## src/serializer_macros.svh

```systemverilog
`ifndef SERIALIZER_MACROS_SVH
`define SERIALIZER_MACROS_SVH

// cores that request work from the serializer
`define SER_NUM_CORES 4

// pending task slots and the index width into them
`define SER_LIST_DEPTH 8
`define SER_LOG_DEPTH 3

// task payload widths
`define SER_HINT_WIDTH 16
`define SER_ARG_WIDTH 16

// core id field, log2 of the core count
`define SER_CORE_ID_WIDTH 2

`endif

```

## src/serializer_pkg.sv

```systemverilog
`include "serializer_macros.svh"

package serializer_pkg;

   typedef logic [`SER_HINT_WIDTH-1:0] hint_t;
   typedef logic [`SER_ARG_WIDTH-1:0] arg_t;
   typedef logic [`SER_CORE_ID_WIDTH-1:0] core_id_t;

   // TT_ANY only shows up in requests and matches every stored type
   typedef enum logic [1:0] {
      TT_A   = 2'd0,
      TT_B   = 2'd1,
      TT_C   = 2'd2,
      TT_ANY = 2'd3
   } ttype_e;

   typedef struct packed {
      ttype_e ttype;
      hint_t  hint;
      arg_t   arg;
   } task_t;

   typedef struct packed {
      logic  valid;
      task_t tsk;
   } enq_t;

   typedef struct packed {
      logic     valid;
      core_id_t core;
   } finish_t;

   typedef struct packed {
      logic     valid;
      core_id_t core;
      task_t    tsk;
   } grant_t;

   typedef struct packed {
      logic [`SER_NUM_CORES-1:0] valid;
      ttype_e [`SER_NUM_CORES-1:0] ttype;
   } req_t;

   typedef struct packed {
      logic [`SER_LIST_DEPTH-1:0] valid;
      logic [`SER_LIST_DEPTH-1:0] conflict;
      ttype_e [`SER_LIST_DEPTH-1:0] ttype;
   } list_view_t;

   typedef enum logic [7:0] {
      CSR_THRESH    = 8'h00,
      CSR_OCCUPANCY = 8'h04,
      CSR_LIST_MAP  = 8'h08
   } csr_addr_e;

endpackage

```

## src/ready_list.sv

```systemverilog
`timescale 1ns/1ps
`include "serializer_macros.svh"

module ready_list (
   input  logic clk,
   input  logic rstn,
   input  serializer_pkg::enq_t enq,
   input  logic enq_conflict,
   input  serializer_pkg::hint_t fin_hint,
   input  logic fin_hint_valid,
   input  logic rm_valid,
   input  logic [`SER_LOG_DEPTH-1:0] rm_index,
   input  logic [`SER_LOG_DEPTH:0] thresh,
   output logic enq_ready,
   output serializer_pkg::hint_t new_hint,
   output serializer_pkg::list_view_t view,
   output serializer_pkg::task_t [`SER_LIST_DEPTH-1:0] entries,
   output logic [`SER_LOG_DEPTH:0] occupancy,
   output logic almost_full,
   output logic list_empty
);
   import serializer_pkg::*;

   localparam int DEPTH = `SER_LIST_DEPTH;
   localparam int OCC_W = `SER_LOG_DEPTH + 1;

   logic [DEPTH-1:0] valid_q;
   logic [DEPTH-1:0] conflict_q;
   logic [DEPTH-1:0] valid_d;
   logic [DEPTH-1:0] conflict_d;
   task_t [DEPTH-1:0] entry_d;

   // list contents as seen from one slot higher, used when shifting down
   logic [DEPTH-1:0] valid_up;
   logic [DEPTH-1:0] conflict_up;
   task_t [DEPTH-1:0] entry_up;

   task_t new_task;
   logic enq_fire;
   logic new_conflict;
   logic [DEPTH-1:0] list_match;
   logic [DEPTH-1:0] fin_hit;
   logic [DEPTH-1:0] fin_clr;
   logic [OCC_W-1:0] ins_loc;

   // the read-only bit must not split otherwise equal hints
   always_comb begin
      new_task = enq.tsk;
      new_task.hint[`SER_HINT_WIDTH-1] = 1'b0;
   end
   assign new_hint = new_task.hint;

   // a slot frees up this cycle if the dispatcher pulls an entry
   assign enq_ready = (occupancy != OCC_W'(DEPTH)) || rm_valid;
   assign enq_fire = enq.valid && enq_ready;

   for (genvar j = 0; j < DEPTH; j++) begin : g_match
      assign list_match[j] = valid_q[j] && (entries[j].hint == new_hint);
      assign fin_hit[j] = fin_hint_valid && valid_q[j] && (entries[j].hint == fin_hint);
      assign view.ttype[j] = entries[j].ttype;
   end

   // only the oldest waiter on the finishing hint is released
   assign fin_clr = fin_hit & (~fin_hit + 1'b1);

   assign new_conflict = enq_conflict || (list_match != '0);

   // tail moves down by one when an entry is removed in the same cycle
   assign ins_loc = rm_valid ? occupancy - 1'b1 : occupancy;

   assign valid_up = {1'b0, valid_q[DEPTH-1:1]};
   assign conflict_up = {1'b0, conflict_q[DEPTH-1:1] & ~fin_clr[DEPTH-1:1]};
   assign entry_up = {entries[DEPTH-1], entries[DEPTH-1:1]};

   always_comb begin
      valid_d = valid_q;
      conflict_d = conflict_q & ~fin_clr;
      entry_d = entries;
      for (int i = 0; i < DEPTH; i++) begin
         if (rm_valid && (i >= rm_index)) begin
            valid_d[i] = valid_up[i];
            conflict_d[i] = conflict_up[i];
            entry_d[i] = entry_up[i];
         end
         // new task goes in behind whatever survived the shift
         if (enq_fire && (i == ins_loc)) begin
            valid_d[i] = 1'b1;
            conflict_d[i] = new_conflict;
            entry_d[i] = new_task;
         end
      end
   end

   always_ff @(posedge clk) begin
      if (!rstn) begin
         valid_q <= '0;
         conflict_q <= '0;
         occupancy <= '0;
      end else begin
         valid_q <= valid_d;
         conflict_q <= conflict_d;
         occupancy <= occupancy + OCC_W'(enq_fire) - OCC_W'(rm_valid);
      end
   end

   always_ff @(posedge clk) begin
      entries <= entry_d;
   end

   assign view.valid = valid_q;
   assign view.conflict = conflict_q;

   assign almost_full = (occupancy >= thresh);
   assign list_empty = (occupancy == '0);

   // the count never runs past the list and always agrees with the valid bits
   a_no_overflow: assert property (@(posedge clk) disable iff (!rstn)
      enq_fire |=> (occupancy <= OCC_W'(DEPTH)) && ($countones(valid_q) == occupancy));

   // dispatcher only pulls live, released entries
   a_rm_legal: assert property (@(posedge clk) disable iff (!rstn)
      rm_valid |-> valid_q[rm_index] && !conflict_q[rm_index]);

endmodule

```

## src/running_hints.sv

```systemverilog
`timescale 1ns/1ps
`include "serializer_macros.svh"

module running_hints (
   input  logic clk,
   input  logic rstn,
   input  serializer_pkg::grant_t grant,
   input  serializer_pkg::finish_t fin,
   input  serializer_pkg::hint_t new_hint,
   output logic enq_conflict,
   output serializer_pkg::hint_t fin_hint,
   output logic fin_hint_valid,
   output logic cores_idle
);
   import serializer_pkg::*;

   localparam int NCORES = `SER_NUM_CORES;

   hint_t [NCORES-1:0] run_hint;
   logic [NCORES-1:0] run_valid;

   // grant in flight already counts as running on its core
   hint_t [NCORES-1:0] eff_hint;
   logic [NCORES-1:0] eff_valid;
   logic [NCORES-1:0] run_match;

   for (genvar c = 0; c < NCORES; c++) begin : g_core
      logic granted;
      logic finishing;

      assign granted = grant.valid && (grant.core == c);
      assign finishing = fin.valid && (fin.core == c);

      assign eff_valid[c] = run_valid[c] || granted;
      assign eff_hint[c] = granted ? grant.tsk.hint : run_hint[c];

      // a hint leaving this cycle does not block the new task
      assign run_match[c] = eff_valid[c] && (eff_hint[c] == new_hint) && !finishing;

      always_ff @(posedge clk) begin
         if (!rstn) begin
            run_valid[c] <= 1'b0;
         end else if (finishing) begin
            run_valid[c] <= 1'b0;
         end else if (granted) begin
            run_valid[c] <= 1'b1;
         end
         if (granted) begin
            run_hint[c] <= grant.tsk.hint;
         end
      end
   end

   assign enq_conflict = (run_match != '0);

   assign fin_hint = eff_hint[fin.core];
   assign fin_hint_valid = fin.valid && eff_valid[fin.core];

   assign cores_idle = (eff_valid == '0);

   // cores only report completion of a task they were handed
   a_fin_running: assert property (@(posedge clk) disable iff (!rstn)
      fin.valid |-> eff_valid[fin.core]);

endmodule

```

## src/serializer_csr.sv

```systemverilog
`timescale 1ns/1ps
`include "serializer_macros.svh"

module serializer_csr (
   input  logic clk,
   input  logic rstn,
   input  logic [`SER_LOG_DEPTH:0] occupancy,
   input  serializer_pkg::list_view_t view,
   // write address and data
   input  logic awvalid,
   output logic awready,
   input  logic [7:0] awaddr,
   input  logic wvalid,
   output logic wready,
   input  logic [31:0] wdata,
   // write response
   output logic bvalid,
   input  logic bready,
   output logic [1:0] bresp,
   // read address and data
   input  logic arvalid,
   output logic arready,
   input  logic [7:0] araddr,
   output logic rvalid,
   input  logic rready,
   output logic [31:0] rdata,
   output logic [1:0] rresp,
   output logic [`SER_LOG_DEPTH:0] thresh
);
   import serializer_pkg::*;

   localparam int OCC_W = `SER_LOG_DEPTH + 1;
   localparam logic [OCC_W-1:0] THRESH_RESET = OCC_W'(4);

   logic wr_take;
   logic rd_take;

   // address and data only accepted as a pair, one write outstanding
   assign wr_take = awvalid && wvalid && !bvalid;
   assign awready = wr_take;
   assign wready = wr_take;

   assign arready = !rvalid;
   assign rd_take = arvalid && arready;

   assign bresp = 2'b00;
   assign rresp = 2'b00;

   always_ff @(posedge clk) begin
      if (!rstn) begin
         bvalid <= 1'b0;
         thresh <= THRESH_RESET;
      end else begin
         if (wr_take) begin
            bvalid <= 1'b1;
            // status registers silently drop writes
            if (csr_addr_e'(awaddr) == CSR_THRESH) begin
               thresh <= wdata[OCC_W-1:0];
            end
         end else if (bready) begin
            bvalid <= 1'b0;
         end
      end
   end

   always_ff @(posedge clk) begin
      if (!rstn) begin
         rvalid <= 1'b0;
      end else if (rd_take) begin
         rvalid <= 1'b1;
      end else if (rready) begin
         rvalid <= 1'b0;
      end
   end

   always_ff @(posedge clk) begin
      if (rd_take) begin
         case (csr_addr_e'(araddr))
            CSR_THRESH:    rdata <= 32'(thresh);
            CSR_OCCUPANCY: rdata <= 32'(occupancy);
            CSR_LIST_MAP:  rdata <= 32'({view.valid, view.conflict});
            default:       rdata <= '0;
         endcase
      end
   end

endmodule

```

## src/serializer_top.sv

```systemverilog
`timescale 1ns/1ps
`include "serializer_macros.svh"

module serializer_top (
   input  logic clk,
   input  logic rstn,
   input  serializer_pkg::enq_t enq,
   output logic enq_ready,
   input  serializer_pkg::req_t req,
   output serializer_pkg::grant_t grant,
   input  serializer_pkg::finish_t fin,
   input  logic awvalid,
   output logic awready,
   input  logic [7:0] awaddr,
   input  logic wvalid,
   output logic wready,
   input  logic [31:0] wdata,
   output logic bvalid,
   input  logic bready,
   output logic [1:0] bresp,
   input  logic arvalid,
   output logic arready,
   input  logic [7:0] araddr,
   output logic rvalid,
   input  logic rready,
   output logic [31:0] rdata,
   output logic [1:0] rresp,
   output logic almost_full,
   output logic all_idle
);
   import serializer_pkg::*;

   logic enq_conflict, fin_hint_valid, rm_valid, list_empty, cores_idle;
   hint_t new_hint;
   hint_t fin_hint;
   logic [`SER_LOG_DEPTH-1:0] rm_index;
   logic [`SER_LOG_DEPTH:0] thresh;
   logic [`SER_LOG_DEPTH:0] occupancy;
   list_view_t view;
   task_t [`SER_LIST_DEPTH-1:0] entries;

   ready_list u_list (.*);
   running_hints u_hints (.*);
   task_dispatcher u_disp (.*);
   serializer_csr u_csr (.*);

   // nothing pending and nothing running
   assign all_idle = list_empty && cores_idle;

endmodule

```

## src/task_dispatcher.sv

```systemverilog
`timescale 1ns/1ps
`include "serializer_macros.svh"

module task_dispatcher (
   input  logic clk,
   input  logic rstn,
   input  serializer_pkg::req_t req,
   input  serializer_pkg::list_view_t view,
   input  serializer_pkg::task_t [`SER_LIST_DEPTH-1:0] entries,
   output logic rm_valid,
   output logic [`SER_LOG_DEPTH-1:0] rm_index,
   output serializer_pkg::grant_t grant
);
   import serializer_pkg::*;

   localparam int NCORES = `SER_NUM_CORES;
   localparam int DEPTH = `SER_LIST_DEPTH;

   logic [NCORES-1:0][DEPTH-1:0] eligible;
   logic [NCORES-1:0] can_take;
   core_id_t sel_core;
   logic [`SER_LOG_DEPTH-1:0] sel_idx;

   // entry j can serve core c
   always_comb begin
      for (int c = 0; c < NCORES; c++) begin
         for (int j = 0; j < DEPTH; j++) begin
            eligible[c][j] = view.valid[j] && !view.conflict[j] &&
                             ((req.ttype[c] == TT_ANY) || (view.ttype[j] == req.ttype[c]));
         end
      end
   end

   // core still sees its request high while its grant is out, skip it
   for (genvar c = 0; c < NCORES; c++) begin : g_take
      assign can_take[c] = req.valid[c] && (eligible[c] != '0) &&
                           !(grant.valid && (grant.core == c));
   end

   // lowest index core wins
   always_comb begin
      sel_core = '0;
      for (int c = NCORES - 1; c >= 0; c--) begin
         if (can_take[c]) begin
            sel_core = core_id_t'(c);
         end
      end
   end

   // oldest eligible entry for the winner
   always_comb begin
      sel_idx = '0;
      for (int j = DEPTH - 1; j >= 0; j--) begin
         if (eligible[sel_core][j]) begin
            sel_idx = j[`SER_LOG_DEPTH-1:0];
         end
      end
   end

   assign rm_valid = (can_take != '0);
   assign rm_index = sel_idx;

   always_ff @(posedge clk) begin
      if (!rstn) begin
         grant.valid <= 1'b0;
      end else begin
         grant.valid <= rm_valid;
      end
      grant.core <= sel_core;
      grant.tsk <= entries[sel_idx];
   end

   // back to back grants never go to the same core
   a_no_repeat: assert property (@(posedge clk) disable iff (!rstn)
      grant.valid |=> !(grant.valid && (grant.core == $past(grant.core))));

endmodule

```

## config.mk

```make
export PLATFORM = sky130hd
export DESIGN_NAME = serializer_top
export DESIGN_NICKNAME = d
export VERILOG_FILES = /design/src/serializer_pkg.sv /design/src/ready_list.sv /design/src/running_hints.sv /design/src/serializer_csr.sv /design/src/serializer_top.sv /design/src/task_dispatcher.sv
export VERILOG_INCLUDE_DIRS = /design/src
export SDC_FILE = /design/constraint.sdc
export NUM_CORES = 1
export LEC_CHECK = 0
export BUFFER_PORTS_ARGS = -buffer_cell sky130_fd_sc_hd__buf_2
export CAP_MARGIN = 15
export CORE_MARGIN = 4
export CORE_UTILIZATION = 40
export DETAILED_ROUTE_END_ITERATION = 8
export GPL_TIMING_DRIVEN = 0
export REMOVE_ABC_BUFFERS = 1
export SLEW_MARGIN = 0
export SYNTH_ARGS = -nofsm -noshare
export SYNTH_HDL_FRONTEND = slang
export SYNTH_SLANG_ARGS = --single-unit
```

## constraint.sdc

```tcl
create_clock -name clk -period 7.75 [get_ports clk]
set_clock_uncertainty 0.15 [all_clocks]
set_input_delay 1.55 -clock clk [delete_from_list [all_inputs] [get_ports clk]]
set_output_delay 1.55 -clock clk [all_outputs]
set_load 0.05 [all_outputs]
```

Yosys cells after proc, flatten, opt, wreduce, memory -nomap -nowiden. Index checks and enable logic that the tools add are counted. W data, S select, Z words.

Register bits: 427. Output and inout bits: 81. Logic and storage cells: 415.

Add/sub/neg operators: 4. Order comparisons: 11. Eq/ne operators: 72. Multiplexer cells: 76. Bitwise operators: 7. Reductions and logical operators: 194.

Operator list (count): $mux W34 (15); $eq A15 B16 Y1 (8); $eq A15 B15 Y1 (8); $logic_and A1 B1 Y1 (109); $bmux W34 S3 (1); $mux W16 (5); $eq A16 B15 Y1 (4); $eq A2 B2 Y1 (32); $pmux W16 S3 (1); $reduce_bool A8 Y1 (5); $logic_or A1 B1 Y1 (38); $mux W1 (37); $bmux W16 S2 (1); $mux W3 (8); $reduce_bool A2 Y1 (10); $logic_not A1 Y1 (18); $and A8 B8 Y8 (2); $bmux W8 S2 (1); $eq A2 B2 Y1 const B (8); $eq A3 B4 Y1 const A (4); $logic_not A8 Y1 (2); $not A8 Y8 (2); $logic_not A4 Y1 (3); $ge A3 B3 Y1 const A (3); other kinds (26) (39).

Logic depth before layout (Yosys ltp). Gate-level depths: netlist of the first run.

Depth after elaboration: 24. Mapped depth: 19.

Modules after synthesis. Synthesis of the first run repeated with hierarchy kept, for this count alone.

Cell total of the unflattened synthesis: 2216. Area total of the unflattened synthesis: 25294.3 um^2.

By module, submodules not included: ready_list (times used 1, cells an instance 1115, area each 15403.5 um^2); task_dispatcher (times used 1, cells an instance 643, area each 5032.3 um^2); running_hints (times used 1, cells an instance 355, area each 3701.0 um^2); serializer_csr (times used 1, cells an instance 102, area each 1151.1 um^2); serializer_top (times used 1, cells an instance 1, area each 6.3 um^2).

Least setup slack after synthesis of the first run. Ideal clock, no wire load.

Path type: input to register. Start: in req[4] (netlist name). End: reg u_list.entries[102] (netlist name). Setup time: 0.469 ns. Arrival: 6.240 ns. Data required time: 7.131 ns. Path slack: 0.891 ns. Cell stages on the path: 11. Buffers on the path: 3. Path through: clkbuf_2 > buf_6 > o221a_2 > nor4_4 > a41oi_1 > buf_4 > nor4_1 > o22ai_1 > a221oi_4 > a211oi_1 > o21ai_0.

Cells in the longest elaborated chain, start to end: 22. Elaborated cells between the ends (all ways): 50. Classes of those cells: order compare (1); eq/ne (10); mux (14); reduce/logical (25).

RTL lines: start, declared (RTL line serializer_top.sv:9) `input serializer_pkg::req_t req,`; $eq A2 B2 Y1 (RTL line task_dispatcher.sv:29) `((req.ttype[c] == TT_ANY) || (view.ttype[j] == req.ttype[c]));`; $logic_or A1 B1 Y1 (RTL line task_dispatcher.sv:29); $logic_and A1 B1 Y1 (RTL line task_dispatcher.sv:28) `eligible[c][j] = view.valid[j] && !view.conflict[j] &&`; $reduce_bool A8 Y1 (RTL line task_dispatcher.sv:36) `assign can_take[c] = req.valid[c] && (eligible[c] != '0) &&`; $logic_and A1 B1 Y1 (2 in a row) (RTL line task_dispatcher.sv:36); $mux W2 (3 in a row) (RTL line task_dispatcher.sv:44) `if (can_take[c]) begin`; $bmux W8 S2 (RTL line task_dispatcher.sv:54) `if (eligible[sel_core][j]) begin`; $mux W8 (implied by the code) (RTL line task_dispatcher.sv:54); $mux W3 (8 in a row) (RTL line task_dispatcher.sv:54); $ge A2 B3 Y1 (RTL line ready_list.sv:80) `if (rm_valid && (i >= rm_index)) begin`; $logic_and A1 B1 Y1 (RTL line ready_list.sv:80); $reduce_bool A2 Y1 (no line) *.

Mark *: on every way between the ends. The rest lies on a longest branch, timed or not. The select of a mux whose other input is x is not followed. A chain may end at the register's enable or synchronous reset.

Worst setup path in the final report of the first run.
Start: in req[2] (netlist name). End: reg u_list.entries[3] (netlist name).

Elaborated cells between the ends (all ways): 49. Classes of those cells: order compare (1); eq/ne (9); mux (13); reduce/logical (26).

RTL lines: $eq A2 B2 Y1 (RTL line task_dispatcher.sv:29); $logic_or A1 B1 Y1 (RTL line task_dispatcher.sv:29); $logic_and A1 B1 Y1 (RTL line task_dispatcher.sv:28); $reduce_bool A8 Y1 * (RTL line task_dispatcher.sv:36); $logic_and A1 B1 Y1 * (2 in a row) (RTL line task_dispatcher.sv:36); $reduce_bool A4 Y1 * (RTL line task_dispatcher.sv:60) `assign rm_valid = (can_take != '0);`; via rm_valid (RTL line serializer_top.sv:33) `logic enq_conflict, fin_hint_valid, rm_valid, list_empty, cores_idle;`; $mux W4 / $logic_or A1 B1 Y1 (equally long branches) (RTL line ready_list.sv:69, ready_list.sv:54); $logic_not A4 Y1 / $logic_and A1 B1 Y1 (equally long branches) (RTL line ready_list.sv:86, ready_list.sv:55); $logic_and A1 B1 Y1 (RTL line ready_list.sv:86) `if (enq_fire && (i == ins_loc)) begin`; $reduce_bool A2 Y1 (no line) *.

The timed path passes the listed nets; every way through them passes the cells marked *. The select of a mux whose other input is x is not followed.

==> results of run 1 <==
## cells by family after synthesis
kind of cell,synth area share
AND/OR/NAND/NOR,0.131
AO/OA/AOI/OAI,0.135
flip-flops,0.426
multiplexers,0.144
XOR/XNOR,0.108
buffers and inverters,0.0488
adder cells (fa/ha/maj),0.00707
other,0.000145
## layout make-up
class,count,area [um2],share of cell area
multi-input cells,1829,13700,0.474
clock buffers,68,1370,0.0472
clock inverters,17,145,0.00500
repair buffers,172,1390,0.0479
diodes,1,2.50,0.0000862
flip-flops and latches,410,11000,0.379
inverters,81,304,0.0105
well taps,846,1060,0.0365
## critical path, delay by kind of cell
| family | cells | cell delay [ns] |
|---|---|---|
| AO/OA/AOI/OAI | 2 | 0.36 |
| adder cells (fa/ha/maj) | 1 | 0.52 |
| buffers and inverters | 2 | 0.63 |
| AND/OR/NAND/NOR | 7 | 3.49 |
## metal layers
layer	wire [um]	GRT usage	vias to the layer above	share of wire
met5	27	0	-	0.00031
met4	3410	0.0884	4	0.039
met3	7090	0.0501	201	0.081
met2	40900	0.400	928	0.47
met1	36500	0.327	10200	0.41
li1	-	-	9276	-
## state kept, by name (all words and copies together) (netlist names)
register,count
u_list.entries,264
u_csr.thresh,4
u_disp.grant,36
u_list.occupancy,4
u_list.valid_q,8
u_hints.run_hint,64
u_csr.bvalid,1
u_hints.run_valid,4
u_csr.rvalid,1
u_list.conflict_q,8
u_csr.rdata,16
## through the flow
stage	cell area, um2	std cells
floorplan	24900	2320
global placement	26700	3301
detailed placement	27500	3337
CTS	29000	3422
global route	29000	3424
finish	29000	3424
## layout by cell type, fill, tap and decap left out, drive strengths merged, types with 52 or more instances in the layout
cell type    n
inv         82
mux2i       86
nand2      163
nor2        75
buf        171
xnor2      216
mux2       250
nand3       80
dfxtp      130
xor2       102
o21ai      128
a21oi      146
clkbuf      69
edfxtp     280
nand4       52
## path summary, 6_finish.rpt
check,endpoint,slack (ns),depth (start not counted)
worst max-delay path,u_list.entries[3],1.19,12
worst max register to register,u_list.entries[3],1.90,9
worst min-delay path,u_hints.run_hint[47],0.31,1
worst min register to register,u_hints.run_hint[47],0.31,1
==> flow_metrics.py, run 1 <==
metrics = {
    "detailed_routing": {
        "post_drt_wl_per_cell_um": 25.7,
        "drt_iter0_drc": 2133,
        "totalWireLength_um": 88000,
        "routed_via_density": 6.02,
        "first_pass_iters": 5,
        "drc": 0,
        "vias": 20600,
        "ant_nets": 0,
    },
    "sta": {
        "final.min_clock_period_ns": 6.56,
        "setup_tns_ns": 0,
        "slew_viol_final": 0,
        "fin_hold_ws_ns": 0.314,
        "timing.final.ws_setup_ns": 1.19,
        "max_freq_mhz": 152,
        "rsz0062_at_grt": "false",
        "period_share": 0.846,
        "setup_viol": 0,
        "slew_headroom": 0.173,
        "hold_viol_final": 0,
        "tightestPinTransition_ns": 1.21,
    },
    "worst_setup_path": {
        "r2r_start": "u_disp.grant[36]",
        "end_kind": "register",
        "crit_path_top_delay_cell": "or2_2",
        "path_cells": "buf_2 > or3b_1 > o211a_1 > a32oi_1 > nand4_2 > nand2_1 > nand2_1 > nor3_2 > inv_1 > ha_1 > and4_2 > or2_2",
        "critical_path_class": "in -> reg",
        "critPathLaunch": "req[2]",
        "critPathRequiredTime_ns": 7.79,
        "slowest_delay_ns": 1.00,
        "cp-start-kind": "primary input",
        "cp_max_fo": 36,
        "crit_arrival_ns": 6.60,
        "cp_common_cell": "nand2_1",
    },
    "logic_synthesis": {
        "synth_seq_cells": 410,
        "synth_top_area_share": 0.326,
        "async_reset_ff_frac": 0,
        "synthesis.instances": 2493,
        "synthDistinctLibCells": 97,
        "ys_top_cells_by_area": "edfxtp_1, mux2_2, dfxtp_1, xnor2_1, xor2_1",
        "synth_top_area_cell": "edfxtp_1",
        "synth_seq_area_share": 0.426,
        "synth_flop_cell": "edfxtp_1",
        "yosys_warnings": 0,
        "synth_most_common_cell": "edfxtp_1",
        "netlist_area_mm2": 0.0258,
        "synth_edf_count": 280,
        "synth_common_cells": "edfxtp_1, mux2_2, xnor2_1",
        "synth_area_per_cell_um2": 10.4,
    },
    "clock_network": {
        "clockBufferDepth": 3,
        "cts_setup_buffers": 0,
        "cts_resized": 0,
        "clkTransAtPathRegs_ns": 0.06,
        "htree_levels": 2,
        "cts_tree": "done",
        "cts.sink_count": 410,
        "ctsHoldBuffers": 0,
        "cts_buffers": 46,
        "clk_latency_ns": 0.59,
        "clockRootBuffer": "clkbuf_16",
    },
    "floorplanning": {
        "fp.dieH_um": 262,
        "initial_core_util": 0.406,
        "row_count": 92,
        "ios": 186,
        "core-area_mm2": 0.0635,
        "dieArea_mm2": 0.0687,
        "die_w_um": 262,
    },
    "final_layout": {
        "drive_gt1_frac": 0.223,
        "syn_to_final_growth_pct": 12.4,
        "num-nets-final": 2659,
        "fillers": 6003,
        "final_util": 0.457,
    },
    "placed_design": {
        "portBuffers": 135,
        "pre_cts_slack_ns": 0.712,
        "place_congestion": 0.975,
        "post-dp-hpwl_um": 62900,
    },
    "global_route": {
        "grt_pass1_wl_um": 129000,
        "grt-ovfl-total": 0,
        "antenna_found_initial": 4,
        "grt_usage": 0.246,
        "grt_max_degree": 54,
        "grt_pass1_vias": 20200,
    },
    "outcome": {
        "outcome": "finished clean",
    },
    "hold_path": {
        "min_from": "u_hints.run_hint[47]",
        "hold_path_class": "reg -> reg",
    },
    "job": {
        "max_cap_viol_count": 0,
    },
}
Power of run 1 is left out: the tool's default activity adds up to more than one toggle a clock period on the data nets, which glitch-free logic cannot reach.
==> run 2: changes to the inputs <==
Settings changed: ABC_AREA from default to 1.
Clock period 7.75 ns to 6.1 ns, I/O delays scaled along.
==> run 2 against run 1 <==
First-iteration DRC count rose by 25%. Highest routed layer unchanged. Critical path depth up 13. Flip-flop and latch count did not move. Sequential share of layout area is 1.9 points higher. Cell count grew 22%. Cell area is 4.7% lower. Synthesized cell count grew 31%. Utilization shrank 0.77 points. Global-route usage grew 2.1 points. Largest cell class unchanged. Synthesized area shrank 3.8%.
==> flow_metrics.py, run 2 <==
metrics = {
    "outcome": {
        "outcome": "finished clean",
    },
    "logic_synthesis": {
        "synth_top_area_cell": "edfxtp_1",
        "synth_common_cells": "nand2_1, inv_1, o21ai_0",
        "synth_compound_area_frac": 0.146,
        "synth-xor-area-share": 0.0321,
        "synthesis.instances": 3270,
        "async_reset_ff_frac": 0,
        "synth_top_area_share": 0.338,
        "synth_seq_cells": 410,
        "synth_mux_area_frac": 0,
        "synthDistinctLibCells": 53,
        "synth_flop_cell": "edfxtp_1",
        "synth_edf_count": 280,
        "synth_most_common_cell": "nand2_1",
        "netlist_area_mm2": 0.0248,
        "synth_seq_area_share": 0.443,
        "yosys_warnings": 0,
        "ys_top_cells_by_area": "edfxtp_1, nand2_1, dfxtp_1, o21ai_0, nand3_1",
        "synth-simple-area-share": 0.270,
        "synth_area_per_cell_um2": 7.60,
        "synthAdderAreaFrac": 0.00735,
        "synth_top_family_by_area": "simple AND/OR/NAND/NOR gates",
    },
    "clock_network": {
        "ctsHoldBuffers": 0,
        "htree_levels": 2,
        "cts_setup_buffers": 0,
        "clockBufferDepth": 3,
        "clockRootBuffer": "clkbuf_16",
        "clk_latency_ns": 0.61,
        "cts_tree": "done",
        "cts_buffers": 47,
        "cts.sink_count": 410,
        "clkTransAtPathRegs_ns": 0.06,
        "cts_resized": 0,
    },
    "global_route": {
        "grt_pass1_vias": 21800,
        "grt_max_degree": 112,
        "antenna_found_initial": 3,
        "met2_usage": 0.431,
        "grtUsageMet1": 0.359,
        "grt_pass1_wl_um": 136000,
        "busiest_layer": "met2",
        "grt_usage": 0.267,
        "use_met3": 0.0496,
        "grt-ovfl-total": 0,
    },
    "final_layout": {
        "largest_registers": "u_list.entries (264), u_hints.run_hint (64), u_disp.grant (36)",
        "num-nets-final": 3413,
        "syn_to_final_growth_pct": 11.4,
        "top_register": "u_list.entries",
        "seqCellArea_mm2": 0.0110,
        "fin_cells": 4170,
        "drive_gt1_frac": 0.0918,
        "mostFrequentLayoutCells": "nand2_1, inv_1, o21ai_0",
        "multi_input_area_mm2": 0.0115,
        "fillers": 6217,
        "final_area_mm2": 0.0277,
        "layout_commonest_cell": "nand2_1",
        "final_util": 0.449,
        "largest_reg_flops": 264,
    },
    "floorplanning": {
        "ios": 186,
        "initial_core_util": 0.403,
        "die_w_um": 257,
        "core-area_mm2": 0.0616,
        "dieArea_mm2": 0.0662,
        "fp.dieH_um": 257,
        "row_count": 91,
    },
    "worst_setup_path": {
        "critPathRequiredTime_ns": 6.23,
        "critical_path_class": "in -> reg",
        "cp_max_fo": 111,
        "cp-start-kind": "primary input",
        "crit_arrival_ns": 5.90,
        "end_kind": "register",
    },
    "sta": {
        "rsz0062_at_grt": "false",
        "tightestPinTransition_ns": 1.12,
        "timing.final.ws_setup_ns": 0.336,
        "slew_headroom": 0.253,
        "fin_hold_ws_ns": 0.287,
        "setup_viol": 0,
        "slew_viol_final": 0,
        "setup_tns_ns": 0,
        "max_freq_mhz": 174,
        "final.min_clock_period_ns": 5.76,
        "hold_viol_final": 0,
        "period_share": 0.945,
    },
    "placed_design": {
        "dp_cells": 4082,
        "post-dp-hpwl_um": 63500,
        "pre_cts_slack_ns": -0.0924,
        "portBuffers": 135,
        "place_congestion": 1.01,
        "dpl-instance-area_mm2": 0.0262,
    },
    "detailed_routing": {
        "ant_nets": 0,
        "routed_via_density": 5.63,
        "totalWireLength_um": 92400,
        "first_pass_iters": 7,
        "vias": 23500,
        "drc": 0,
        "drt_iter0_drc": 2671,
        "post_drt_wl_per_cell_um": 22.2,
    },
    "job": {
        "max_cap_viol_count": 0,
    },
    "hold_path": {
        "hold_path_class": "reg -> reg",
    },
    "power": {
        "power_mw": 17.3,
        "p_leak_nw": 12.4,
        "p_per_area_mw_per_mm2": 626,
        "irDropWorstVdd_mv": 0.576,
    },
}
run 2: changes by cell type after synthesis, sizes merged, moves of 62 or more:
cell and delta:
nor2 +62, xnor2 -204, nand2 +771, inv +310, o21ai +250, mux2 -250
mux2i -86, nand3 +240, o22ai +96, a21oi -100
run 2: power by group:
part / total [mW] / internal, mW / leakage [nW] / switching (mW)
Combinational: 9.13 / 2.57 / 8.03 / 6.56
Sequential: 5.39 / 4.64 / 3.63 / 0.742
Clock: 2.81 / 1.61 / 0.748 / 1.21
Total: 17.3 / 8.82 / 12.4 / 8.51
run 2: area by class of cell:
type                            instances  area share
Multi-Input combinational cell       2284       0.414
Tap cell                              837      0.0379
Timing Repair Buffer                  156      0.0415
Antenna cell                            1   0.0000905
Clock buffer                           73      0.0498
Clock inverter                         14     0.00475
Sequential cell                       410       0.398
Inverter                              395      0.0539
run 2: metal layers:
| layer | share of wire | wire (um) | vias to the layer above |
|---|---|---|---|
| met1 | 0.41 | 38000 | 11000 |
| met2 | 0.46 | 42300 | 1195 |
| met3 | 0.092 | 8490 | 244 |
| met4 | 0.039 | 3580 | 6 |
| li1 | - | - | 11000 |
| met5 | 0.00032 | 30 | - |
run 2: worst paths after layout:
check,from,endpoint,slack (ns),cells after the start
max,req[3],u_list.entries[11],0.34,25
min,u_hints.run_hint[63],u_hints.run_hint[63],0.29,2
max reg2reg,u_list.valid_q[3],u_list.entries[11],0.51,23
min reg2reg,u_hints.run_hint[63],u_hints.run_hint[63],0.29,2
run 2: logic make-up after synthesis:
group / after synthesis
and+or+nand+nor: 1526
buffers and inverters: 596
adders and majority gates: 14
DFF: 410
AOI/OAI and AO/OA: 632
other: 1
xor gates and xnor gates: 91
run 2: critical path: stages:
cell	delay, ns
buf_2	0.10
inv_2	0.24
o21ai_0	0.12
nand2_1	0.07
nand3_1	0.16
nand2_1	0.12
nor2_1	0.06
nand2_1	0.07
nand3_2	0.11
nand2_1	0.38
nand2_4	0.23
inv_2	0.16
nand2_1	0.07
nand3_1	0.06
nand2_1	0.08
inv_1	0.06
nand2_1	0.05
nand2_2	0.15
nand2_8	0.19
buf_16	0.31
nand2_8	0.31
buf_16	0.44
nand2_1	0.17
nand2_2	0.41
buf_12	0.25
Power figures use the tool's default switching activity.
